File: src/rv32_decode_pkg.sv
package rv32_decode_pkg;

    typedef logic [31:0] instr_t;
    typedef logic [4:0]  reg_idx_t;
    typedef logic [6:0]  opcode_t;

    typedef enum logic [2:0] {
        IMM_NONE,
        IMM_I,
        IMM_S,
        IMM_B,
        IMM_U,
        IMM_J,
        IMM_SHAMT,
        IMM_ZIMM
    } imm_sel_t;

    // Ordered so that funct3 casts straight onto the ALU operation.
    typedef enum logic [2:0] {
        ALU_ADD_SUB,
        ALU_SLL,
        ALU_SLT,
        ALU_SLTU,
        ALU_XOR,
        ALU_SRL_SRA,
        ALU_OR,
        ALU_AND
    } alu_op_t;

    typedef enum logic [1:0] {SRC1_ZERO, SRC1_REG, SRC1_PC} alu_src1_t;
    typedef enum logic [1:0] {SRC2_ZERO, SRC2_REG, SRC2_IMM, SRC2_FOUR} alu_src2_t;
    typedef enum logic [1:0] {WIDTH_BYTE, WIDTH_HALF, WIDTH_WORD} mem_width_t;

    // Matches funct3[1:0] of the CSR instructions.
    typedef enum logic [1:0] {CSR_OP_NONE, CSR_OP_RW, CSR_OP_RS, CSR_OP_RC} csr_op_t;
    typedef enum logic {CSR_SRC_REG, CSR_SRC_IMM} csr_src_t;

    typedef enum logic [1:0] {BR_NEVER, BR_ZERO, BR_NON_ZERO, BR_ALWAYS} branch_op_t;
    typedef enum logic {PC_SRC_IMM, PC_SRC_REG} branch_pc_src_t;

    typedef struct packed {
        logic           rs1_read;
        logic           rs2_read;
        imm_sel_t       imm;
        alu_op_t        alu_op;
        logic           alu_sub_sra;
        alu_src1_t      alu_src1;
        alu_src2_t      alu_src2;
        logic           mem_read;
        logic           mem_write;
        mem_width_t     mem_width;
        logic           mem_zero_extend;
        logic           mem_fence;
        logic           csr_read;
        logic           csr_write;
        csr_op_t        csr_write_op;
        csr_src_t       csr_src;
        branch_op_t     branch_op;
        branch_pc_src_t branch_pc_src;
        logic           rd_write;
    } ctrl_word_t;

    localparam opcode_t OPC_LUI      = 7'b0110111;
    localparam opcode_t OPC_AUIPC    = 7'b0010111;
    localparam opcode_t OPC_JAL      = 7'b1101111;
    localparam opcode_t OPC_JALR     = 7'b1100111;
    localparam opcode_t OPC_BRANCH   = 7'b1100011;
    localparam opcode_t OPC_LOAD     = 7'b0000011;
    localparam opcode_t OPC_STORE    = 7'b0100011;
    localparam opcode_t OPC_OP_IMM   = 7'b0010011;
    localparam opcode_t OPC_OP       = 7'b0110011;
    localparam opcode_t OPC_MISC_MEM = 7'b0001111;
    localparam opcode_t OPC_SYSTEM   = 7'b1110011;

endpackage

File: src/rv32_dec_if.sv
`timescale 1ns/100ps

interface exec_dec_if
    import rv32_decode_pkg::*;
();
    logic           hit;
    logic           rs1_read;
    logic           rs2_read;
    imm_sel_t       imm;
    alu_op_t        alu_op;
    logic           alu_sub_sra;
    alu_src1_t      alu_src1;
    alu_src2_t      alu_src2;
    branch_op_t     branch_op;
    branch_pc_src_t branch_pc_src;
    logic           rd_write;

    modport src (
        output hit, rs1_read, rs2_read, imm, alu_op, alu_sub_sra, alu_src1, alu_src2,
               branch_op, branch_pc_src, rd_write
    );

    modport dst (
        input hit, rs1_read, rs2_read, imm, alu_op, alu_sub_sra, alu_src1, alu_src2,
              branch_op, branch_pc_src, rd_write
    );
endinterface

interface sys_dec_if
    import rv32_decode_pkg::*;
();
    logic       hit;
    logic       rs1_read;
    imm_sel_t   imm;
    logic       mem_read;
    logic       mem_write;
    mem_width_t mem_width;
    logic       mem_zero_extend;
    logic       mem_fence;
    logic       csr_read;
    logic       csr_write;
    csr_op_t    csr_write_op;
    csr_src_t   csr_src;
    logic       rd_write;

    modport src (
        output hit, rs1_read, imm, mem_read, mem_write, mem_width, mem_zero_extend,
               mem_fence, csr_read, csr_write, csr_write_op, csr_src, rd_write
    );

    modport dst (
        input hit, rs1_read, imm, mem_read, mem_write, mem_width, mem_zero_extend,
              mem_fence, csr_read, csr_write, csr_write_op, csr_src, rd_write
    );
endinterface

File: src/rv32_decode_merge.sv
`timescale 1ns/100ps

module rv32_decode_merge
    import rv32_decode_pkg::*;
#(
    parameter int BUF_DEPTH    = 4, // Power of two, at least 2.
    parameter int CTRL_CREDITS = 2
) (
    input  logic       clk,
    input  logic       rst_n,
    input  logic       instr_valid,
    exec_dec_if.dst    exec_dec,
    sys_dec_if.dst     sys_dec,
    input  logic       ctrl_credit,
    output logic       ctrl_valid,
    output ctrl_word_t ctrl,
    output logic       ctrl_illegal,
    output logic       instr_credit
);
    localparam int PTR_W  = $clog2(BUF_DEPTH);
    localparam int CNT_W  = $clog2(BUF_DEPTH + 1);
    localparam int CRED_W = $clog2(CTRL_CREDITS + 2); // Headroom to catch an overflow.

    logic              legal;
    logic              pop;
    ctrl_word_t        merged;
    ctrl_word_t        ctrl_mem [BUF_DEPTH];
    logic              illegal_mem [BUF_DEPTH];
    logic [PTR_W-1:0]  wr_ptr;
    logic [PTR_W-1:0]  rd_ptr;
    logic [CNT_W-1:0]  count;
    logic [CRED_W-1:0] credits;

    assign legal = exec_dec.hit | sys_dec.hit;

    always_comb begin
        merged = '0; // Illegal words leave every enable low.
        if (legal) begin
            merged.rs1_read        = exec_dec.rs1_read | sys_dec.rs1_read;
            merged.rs2_read        = exec_dec.rs2_read;
            merged.imm             = exec_dec.hit ? exec_dec.imm : sys_dec.imm;
            merged.alu_op          = exec_dec.alu_op;
            merged.alu_sub_sra     = exec_dec.alu_sub_sra;
            merged.alu_src1        = exec_dec.alu_src1;
            merged.alu_src2        = exec_dec.alu_src2;
            merged.mem_read        = sys_dec.mem_read;
            merged.mem_write       = sys_dec.mem_write;
            merged.mem_width       = sys_dec.mem_width;
            merged.mem_zero_extend = sys_dec.mem_zero_extend;
            merged.mem_fence       = sys_dec.mem_fence;
            merged.csr_read        = sys_dec.csr_read;
            merged.csr_write       = sys_dec.csr_write;
            merged.csr_write_op    = sys_dec.csr_write_op;
            merged.csr_src         = sys_dec.csr_src;
            merged.branch_op       = exec_dec.branch_op;
            merged.branch_pc_src   = exec_dec.branch_pc_src;
            merged.rd_write        = exec_dec.rd_write | sys_dec.rd_write;
        end
    end

    always_ff @(posedge clk) begin
        if (instr_valid) begin
            ctrl_mem[wr_ptr]    <= merged;
            illegal_mem[wr_ptr] <= !legal;
        end
    end

    assign pop          = (count != '0) && (credits != '0);
    assign ctrl_valid   = pop;
    assign ctrl         = ctrl_mem[rd_ptr];
    assign ctrl_illegal = illegal_mem[rd_ptr];

    always_ff @(posedge clk) begin
        if (!rst_n) begin
            wr_ptr       <= '0;
            rd_ptr       <= '0;
            count        <= '0;
            credits      <= CRED_W'(CTRL_CREDITS);
            instr_credit <= 1'b0;
        end else begin
            if (instr_valid) begin
                wr_ptr <= wr_ptr + PTR_W'(1);
            end
            if (pop) begin
                rd_ptr <= rd_ptr + PTR_W'(1);
            end
            count        <= count + CNT_W'(instr_valid) - CNT_W'(pop);
            credits      <= credits + CRED_W'(ctrl_credit) - CRED_W'(pop);
            instr_credit <= pop; // Returns the freed slot upstream.
        end
    end

    a_one_hit: assert property (@(posedge clk) disable iff (!rst_n)
        instr_valid |-> !(exec_dec.hit && sys_dec.hit))
        else $error("execute and system decoders both claim the word");

    a_no_overrun: assert property (@(posedge clk) disable iff (!rst_n)
        instr_valid |-> (count != CNT_W'(BUF_DEPTH)))
        else $error("instruction pushed into a full buffer");

    a_credit_limit: assert property (@(posedge clk) disable iff (!rst_n)
        credits <= CRED_W'(CTRL_CREDITS))
        else $error("downstream returned more credits than it was given");

endmodule

File: src/rv32_decode_stage.sv
`timescale 1ns/100ps

module rv32_decode_stage
    import rv32_decode_pkg::*;
#(
    parameter int BUF_DEPTH    = 4,
    parameter int CTRL_CREDITS = 2
) (
    input  logic           clk,
    input  logic           rst_n,
    input  logic           instr_valid,
    input  instr_t         instr,
    input  logic           ctrl_credit,
    output logic           instr_credit,
    output logic           ctrl_valid,
    output logic           ctrl_illegal,
    output logic           ctrl_rs1_read,
    output logic           ctrl_rs2_read,
    output imm_sel_t       ctrl_imm,
    output alu_op_t        ctrl_alu_op,
    output logic           ctrl_alu_sub_sra,
    output alu_src1_t      ctrl_alu_src1,
    output alu_src2_t      ctrl_alu_src2,
    output logic           ctrl_mem_read,
    output logic           ctrl_mem_write,
    output mem_width_t     ctrl_mem_width,
    output logic           ctrl_mem_zero_extend,
    output logic           ctrl_mem_fence,
    output logic           ctrl_csr_read,
    output logic           ctrl_csr_write,
    output csr_op_t        ctrl_csr_write_op,
    output csr_src_t       ctrl_csr_src,
    output branch_op_t     ctrl_branch_op,
    output branch_pc_src_t ctrl_branch_pc_src,
    output logic           ctrl_rd_write
);
    ctrl_word_t ctrl;

    exec_dec_if exec_dec ();
    sys_dec_if  sys_dec ();

    rv32_exec_decoder u_exec_decoder (
        .instr (instr),
        .dec   (exec_dec.src)
    );

    rv32_sys_decoder u_sys_decoder (
        .instr (instr),
        .dec   (sys_dec.src)
    );

    rv32_decode_merge #(
        .BUF_DEPTH    (BUF_DEPTH),
        .CTRL_CREDITS (CTRL_CREDITS)
    ) u_merge (
        .clk          (clk),
        .rst_n        (rst_n),
        .instr_valid  (instr_valid),
        .exec_dec     (exec_dec.dst),
        .sys_dec      (sys_dec.dst),
        .ctrl_credit  (ctrl_credit),
        .ctrl_valid   (ctrl_valid),
        .ctrl         (ctrl),
        .ctrl_illegal (ctrl_illegal),
        .instr_credit (instr_credit)
    );

    assign ctrl_rs1_read        = ctrl.rs1_read;
    assign ctrl_rs2_read        = ctrl.rs2_read;
    assign ctrl_imm             = ctrl.imm;
    assign ctrl_alu_op          = ctrl.alu_op;
    assign ctrl_alu_sub_sra     = ctrl.alu_sub_sra;
    assign ctrl_alu_src1        = ctrl.alu_src1;
    assign ctrl_alu_src2        = ctrl.alu_src2;
    assign ctrl_mem_read        = ctrl.mem_read;
    assign ctrl_mem_write       = ctrl.mem_write;
    assign ctrl_mem_width       = ctrl.mem_width;
    assign ctrl_mem_zero_extend = ctrl.mem_zero_extend;
    assign ctrl_mem_fence       = ctrl.mem_fence;
    assign ctrl_csr_read        = ctrl.csr_read;
    assign ctrl_csr_write       = ctrl.csr_write;
    assign ctrl_csr_write_op    = ctrl.csr_write_op;
    assign ctrl_csr_src         = ctrl.csr_src;
    assign ctrl_branch_op       = ctrl.branch_op;
    assign ctrl_branch_pc_src   = ctrl.branch_pc_src;
    assign ctrl_rd_write        = ctrl.rd_write;

endmodule

File: src/rv32_exec_decoder.sv
`timescale 1ns/100ps

module rv32_exec_decoder
    import rv32_decode_pkg::*;
(
    input instr_t   instr,
    exec_dec_if.src dec
);
    localparam logic [6:0] FUNCT7_ALT = 7'b0100000; // SUB and SRA(I).

    opcode_t    opcode;
    logic [2:0] funct3;
    logic [6:0] funct7;

    assign opcode = instr[6:0];
    assign funct3 = instr[14:12];
    assign funct7 = instr[31:25];

    always_comb begin
        dec.hit           = 1'b0;
        dec.rs1_read      = 1'b0;
        dec.rs2_read      = 1'b0;
        dec.imm           = IMM_NONE;
        dec.alu_op        = ALU_ADD_SUB;
        dec.alu_sub_sra   = 1'b0;
        dec.alu_src1      = SRC1_ZERO;
        dec.alu_src2      = SRC2_ZERO;
        dec.branch_op     = BR_NEVER;
        dec.branch_pc_src = PC_SRC_IMM;
        dec.rd_write      = 1'b0;

        case (opcode)
            OPC_LUI, OPC_AUIPC: begin
                dec.hit      = 1'b1;
                dec.imm      = IMM_U;
                dec.alu_src1 = (opcode == OPC_AUIPC) ? SRC1_PC : SRC1_ZERO;
                dec.alu_src2 = SRC2_IMM;
                dec.rd_write = 1'b1;
            end
            OPC_JAL, OPC_JALR: begin
                dec.hit       = (opcode == OPC_JAL) || (funct3 == 3'b000);
                dec.rs1_read  = (opcode == OPC_JALR);
                dec.imm       = (opcode == OPC_JAL) ? IMM_J : IMM_I;
                dec.alu_src1  = SRC1_PC; // Link value is pc + 4.
                dec.alu_src2  = SRC2_FOUR;
                dec.branch_op = BR_ALWAYS;
                dec.branch_pc_src = (opcode == OPC_JAL) ? PC_SRC_IMM : PC_SRC_REG;
                dec.rd_write  = 1'b1;
            end
            OPC_BRANCH: begin
                dec.hit         = (funct3[2:1] != 2'b01);
                dec.rs1_read    = 1'b1;
                dec.rs2_read    = 1'b1;
                dec.imm         = IMM_B;
                dec.alu_sub_sra = 1'b1;
                dec.alu_src1    = SRC1_REG;
                dec.alu_src2    = SRC2_REG;
                case (funct3[2:1])
                    2'b00:   dec.alu_op = ALU_ADD_SUB;
                    2'b10:   dec.alu_op = ALU_SLT;
                    default: dec.alu_op = ALU_SLTU;
                endcase
                // BNE, BLT and BLTU take the branch on a nonzero ALU result.
                dec.branch_op = (funct3[0] ^ funct3[2]) ? BR_NON_ZERO : BR_ZERO;
            end
            OPC_LOAD, OPC_STORE: begin
                dec.rs1_read = 1'b1;
                dec.alu_src1 = SRC1_REG;
                dec.alu_src2 = SRC2_IMM;
                if (opcode == OPC_LOAD) begin
                    dec.hit      = funct3 inside {3'b000, 3'b001, 3'b010, 3'b100, 3'b101};
                    dec.imm      = IMM_I;
                    dec.rd_write = 1'b1;
                end else begin
                    dec.hit      = funct3 inside {3'b000, 3'b001, 3'b010};
                    dec.rs2_read = 1'b1;
                    dec.imm      = IMM_S;
                end
            end
            OPC_OP_IMM: begin
                dec.hit      = 1'b1;
                dec.rs1_read = 1'b1;
                dec.imm      = IMM_I;
                dec.alu_op   = alu_op_t'(funct3);
                dec.alu_src1 = SRC1_REG;
                dec.alu_src2 = SRC2_IMM;
                dec.rd_write = 1'b1;
                case (funct3)
                    3'b001: begin
                        dec.hit = (funct7 == 7'b0);
                        dec.imm = IMM_SHAMT;
                    end
                    3'b101: begin
                        dec.hit         = (funct7 == 7'b0) || (funct7 == FUNCT7_ALT);
                        dec.imm         = IMM_SHAMT;
                        dec.alu_sub_sra = funct7[5];
                    end
                    3'b010, 3'b011: dec.alu_sub_sra = 1'b1;
                    default: ;
                endcase
            end
            OPC_OP: begin
                dec.hit = (funct7 == 7'b0) ||
                          ((funct7 == FUNCT7_ALT) && ((funct3 == 3'b000) || (funct3 == 3'b101)));
                dec.rs1_read    = 1'b1;
                dec.rs2_read    = 1'b1;
                dec.alu_op      = alu_op_t'(funct3);
                dec.alu_sub_sra = funct7[5] || (funct3[2:1] == 2'b01);
                dec.alu_src1    = SRC1_REG;
                dec.alu_src2    = SRC2_REG;
                dec.rd_write    = 1'b1;
            end
            default: ;
        endcase
    end

endmodule

File: src/rv32_sys_decoder.sv
`timescale 1ns/100ps

module rv32_sys_decoder
    import rv32_decode_pkg::*;
(
    input instr_t  instr,
    sys_dec_if.src dec
);
    opcode_t    opcode;
    logic [2:0] funct3;
    reg_idx_t   rs1;
    reg_idx_t   rd;
    mem_width_t width;

    assign opcode = instr[6:0];
    assign funct3 = instr[14:12];
    assign rs1    = instr[19:15];
    assign rd     = instr[11:7];

    // Reserved widths are rejected by the execute decoder.
    assign width = (funct3[1:0] == 2'b00) ? WIDTH_BYTE :
                   (funct3[1:0] == 2'b01) ? WIDTH_HALF : WIDTH_WORD;

    always_comb begin
        dec.hit             = 1'b0;
        dec.rs1_read        = 1'b0;
        dec.imm             = IMM_NONE;
        dec.mem_read        = 1'b0;
        dec.mem_write       = 1'b0;
        dec.mem_width       = WIDTH_BYTE;
        dec.mem_zero_extend = 1'b0;
        dec.mem_fence       = 1'b0;
        dec.csr_read        = 1'b0;
        dec.csr_write       = 1'b0;
        dec.csr_write_op    = CSR_OP_NONE;
        dec.csr_src         = CSR_SRC_REG;
        dec.rd_write        = 1'b0;

        case (opcode)
            OPC_LOAD: begin
                dec.mem_read        = 1'b1;
                dec.mem_width       = width;
                dec.mem_zero_extend = funct3[2]; // LBU and LHU.
            end
            OPC_STORE: begin
                dec.mem_write = 1'b1;
                dec.mem_width = width;
            end
            OPC_MISC_MEM: begin
                dec.hit       = (funct3[2:1] == 2'b00);
                dec.mem_fence = (funct3 == 3'b001); // FENCE.I only.
            end
            OPC_SYSTEM: begin
                if (funct3[1:0] != 2'b00) begin
                    dec.hit          = 1'b1;
                    dec.rs1_read     = !funct3[2];
                    dec.imm          = funct3[2] ? IMM_ZIMM : IMM_NONE;
                    dec.csr_write_op = csr_op_t'(funct3[1:0]);
                    dec.csr_src      = funct3[2] ? CSR_SRC_IMM : CSR_SRC_REG;
                    if (funct3[1:0] == 2'b01) begin
                        dec.csr_write = 1'b1;
                        dec.csr_read  = |rd; // No read side effect for rd = x0.
                        dec.rd_write  = |rd;
                    end else begin
                        dec.csr_read  = 1'b1;
                        dec.rd_write  = 1'b1;
                        dec.csr_write = |rs1;
                    end
                end
            end
            default: ;
        endcase
    end

endmodule

File: config.mk
export PLATFORM = sky130hd
export DESIGN_NAME = rv32_decode_stage
export DESIGN_NICKNAME = d
export VERILOG_FILES = /design/src/rv32_decode_pkg.sv /design/src/rv32_dec_if.sv /design/src/rv32_decode_merge.sv /design/src/rv32_decode_stage.sv /design/src/rv32_exec_decoder.sv /design/src/rv32_sys_decoder.sv
export SDC_FILE = /design/constraint.sdc
export NUM_CORES = 1
export LEC_CHECK = 0
export ABC_AREA = 1
export ABC_CLOCK_PERIOD_IN_PS = 1750
export BUFFER_PORTS_ARGS = -buffer_cell sky130_fd_sc_hd__buf_2
export CAP_MARGIN = 20
export CORE_MARGIN = 2
export CORE_UTILIZATION = 52
export CTS_CLUSTER_SIZE = 30
export DETAILED_ROUTE_END_ITERATION = 12
export PLACE_DENSITY = 0.75
export SLEW_MARGIN = 10
export SYNTH_ARGS = -nofsm -noshare
export SYNTH_HDL_FRONTEND = slang
export SYNTH_SLANG_ARGS = --single-unit
File: constraint.sdc
create_clock -name clk -period 1.75 [get_ports clk]
set_input_delay 0.0875 -clock clk [delete_from_list [all_inputs] [get_ports clk]]
set_output_delay 0.0875 -clock clk [all_outputs]
set_load 0.02 [all_outputs]
==> results.toml <==
[outcome]
violations = "negative setup slack"
status = "finished, violations left"

[power]
p_per_area_nw_per_um2 = 1570
p_sw_mw = 3.77
cellLeakagePower_nw = 2.80
clock_power_share = 0.308
switching_share = 0.328
combPwrFrac = 0.371
internal_power_mw = 7.72
total_power_mw = 11.5
seqPwrFrac = 0.320
vdd.ir_drop.worst_mv = 0.937

[clock_tree]
clock_sinks = 128
h-tree-depth = 4
clock_latency_ns = 0.52
cts.reportedPaths.clkPinSlew_ns = 0.06
clock_path_buffers = 2
cts-root-buf = "clkbuf_8"
cts_inserted_buffers = 17
cts_tree = "built"

[timing]
finClkSkew_ns = 0.00604
rsz0062_at_grt = "yes"
maxSlewViolCount = 0
setup_violations = 11
maxSlewHeadroom = 0.656
finalCritPeriodShare = 1.03
fin_crit_ns = 1.80
layout_setup_ws_ns = -0.0475
fmax_ghz = 0.556
tns_ns = -0.240
worst_pin_slew_ns = 0.511
whs_ns = 0.0707
hold_viol = 0

[critical_path]
worstPathRequired_ns = 1.66
crit_slowest_cell = "dfxtp_4"
critPathMaxFanout = 8
cp-start-kind = "register"
timing.rr.start = "u_merge.count[2]$_SDFF_PN0_"
arrival_ns = 1.71
ff2ff_path_depth = 8
r2r_end = "u_merge.count[1]$_SDFF_PN0_"
critPathCaptureType = "output pin"
rrSetupSlack_ns = 0.06
crit_end = "ctrl_mem_width[1]"
worstSetupPathType = "register to output pin"
cp_cell_sequence = "buf_12, clkinv_8, clkbuf_16, nor2_1, o22ai_1, buf_4"
critical_path.max_stage_delay_ns = 0.37

[global_route]
grt_pass1_vias = 3976
grt_pass1_wl_um = 19800
antenna_found_initial = 0
track_usage = 0.235
grt_max_degree = 33
grt_remaining_overflow = 0

[min_path]
hp-class = "primary input to register"

[die]
dieArea_um2 = 11500
std_cell_rows = 37
start_util = 0.538
num_io_pins = 67
die_h_um = 107
core_area_um2 = 10300
die_x_um = 107

[layout]
nNetsFinal = 646
antenna_cells = 0
layout_common_cells = "edfxtp_1 (116), nor2_1 (94), nand2_1 (43)"
syn_to_final_growth_pct = 31.8
fin_util = 0.709
layout-drive-gt1-share = 0.319
design_area_um2 = 7320
mostFrequentLayoutCell = "edfxtp_1"

[logic_synthesis]
ys_seq_area_frac = 0.671
syn-num-nets = 547
ys_ff_latch = 128
syn_inst = 502
synth.cell_area_um2 = 5550
synth_area_per_cell_um2 = 11.1
synth.distinct_cells = 34
ys_warn_count = 0

[route]
vias_per_cell = 5.53
num_vias = 4151
first_iter_violations = 424
firstDrtPassIters = 5
post_drt_wl_per_cell_um = 18.3
postRouteAntennaNets = 0
drc = 0
drt-total-wl_um = 13800

[place]
io_buffers = 61
place.gp.congestion = 0.914
hpwlAfterDp_um = 8040
placed_cell_area_um2 = 6140

[flow_run]
cap_viol_max_count = 0
-- final cells by class --
type                    instances  area [um2]
inverters                      43         176
repair buffers                102         921
fillers                       702        3010
multi-input cells             309        1700
clock buffers                  20         455
well taps                     136         170
clock inverters                12         158
flip-flops and latches        128        3740
-- registers in the layout, indices dropped and copies added, names as in the netlist, named ones only --
signal,flops
u_merge.credits,2
u_merge.illegal_mem,4
u_merge.instr_credit,1
u_merge.ctrl_mem,112
u_merge.wr_ptr,2
u_merge.rd_ptr,2
u_merge.count,3
-- cells in the mapped netlist --
library cell | instances | area [um2]
xnor2_1 | 1 | 8.76
nor2_4 | 3 | 33.8
nor2_1 | 100 | 375
nor4_1 | 1 | 6.26
nor2_2 | 11 | 68.8
nor3_2 | 1 | 10.0
o22ai_1 | 29 | 181
o21ai_1 | 1 | 5.00
buf_12 | 1 | 20.0
a21boi_0 | 1 | 7.51
nand4_1 | 1 | 6.26
nand2_4 | 1 | 11.3
fa_1 | 1 | 20.0
clkbuf_1 | 19 | 71.3
a22oi_1 | 4 | 30.0
a21oi_1 | 11 | 55.1
clkbuf_2 | 1 | 5.00
and3_1 | 1 | 6.26
nand2_1 | 43 | 161
nor3_1 | 5 | 25.0
dfxtp_1 | 12 | 240
edfxtp_1 | 116 | 3480
nand3_2 | 1 | 10.0
o21ai_2 | 1 | 8.76
inv_2 | 2 | 7.51
nand2_2 | 5 | 31.3
xor2_1 | 1 | 8.76
buf_2 | 1 | 5.00
inv_4 | 1 | 6.26
ha_1 | 8 | 100
or2_2 | 1 | 6.26
o21ai_0 | 68 | 340
inv_1 | 40 | 150
nand3_1 | 9 | 45.0
-- power by group through the flow --
stage                     Sequential, mW  Combinational (mW)  Clock (mW)
after floorplan                     3.69                1.90           0
after global placement              3.69                2.78           0
after detailed placement            3.70                2.87           0
after CTS                           3.67                3.19        3.58
after global routing                3.70                4.54        3.71
final                               3.68                4.27        3.54
-- repair_timing --
action | CTS | global route
cloned | 1 | 7
hold buffers | 3 | 0
setup buffers | 0 | 5
endpoints found under the setup margin | 29 | 31
hold endpoints to repair | 12 | 0
pin swaps | 1 | 19
resized for setup | 30 | 94
-- kinds of logic after synthesis --
group | after synthesis | synth area share
AND/OR/NAND/NOR | 183 | 0.144
flip-flops | 128 | 0.671
AO/OA/AOI/OAI | 115 | 0.113
buffers and inverters | 65 | 0.0478
adder cells (fa/ha/maj) | 9 | 0.0216
XOR/XNOR | 2 | 0.00316
-- layer usage --
metal  vias to the layer above  share of wire  track usage
li1                       1955              -            -
met1                      1974           0.42        0.291
met2                       189           0.50        0.381
met3                        33          0.063       0.0714
met4                         0          0.026        0.104
met5                         -              0            0
-- critical path: cells and delay by family, from the launching register on --
family          cells  cell delay, ns
compound gates      1            0.20
buf+inv             4            0.58
flops               1            0.37
simple gates        1            0.05
-- metrics by stage --
| stage | std cells | setup WS, ns |
|---|---|---|
| 4_1_cts | 738 | -0.0506 |
| 2_1_floorplan | 502 | -0.0688 |
| 5_1_grt | 750 | -0.106 |
| 3_5_place_dp | 702 | 0.0240 |
| 3_3_place_gp | 702 | 0.0474 |
| 6_report | 750 | -0.0475 |
-- how the worst min path moves through the flow --
| stage | startpoint | endpoint | slack [ns] | depth (start not counted) |
|---|---|---|---|---|
| 6_report | instr[10] | u_merge.ctrl_mem[0][8]$_DFFE_PP_ | 0.07 | 4 |
| 5_1_grt | instr[10] | u_merge.ctrl_mem[0][8]$_DFFE_PP_ | 0.05 | 4 |
| 4_1_cts | instr[11] | u_merge.ctrl_mem[1][8]$_DFFE_PP_ | 0.04 | 4 |
| 3_5_place_dp | rst_n | u_merge.credits[1]$_SDFF_PN1_ | 0.37 | 2 |
| 3_3_place_gp | rst_n | u_merge.credits[1]$_SDFF_PN1_ | 0.35 | 2 |
| 2_1_floorplan | instr_valid | u_merge.wr_ptr[0]$_SDFFE_PN0P_ | 0.26 | 2 |
No activity file was read; power rests on OpenSTA's default activity.
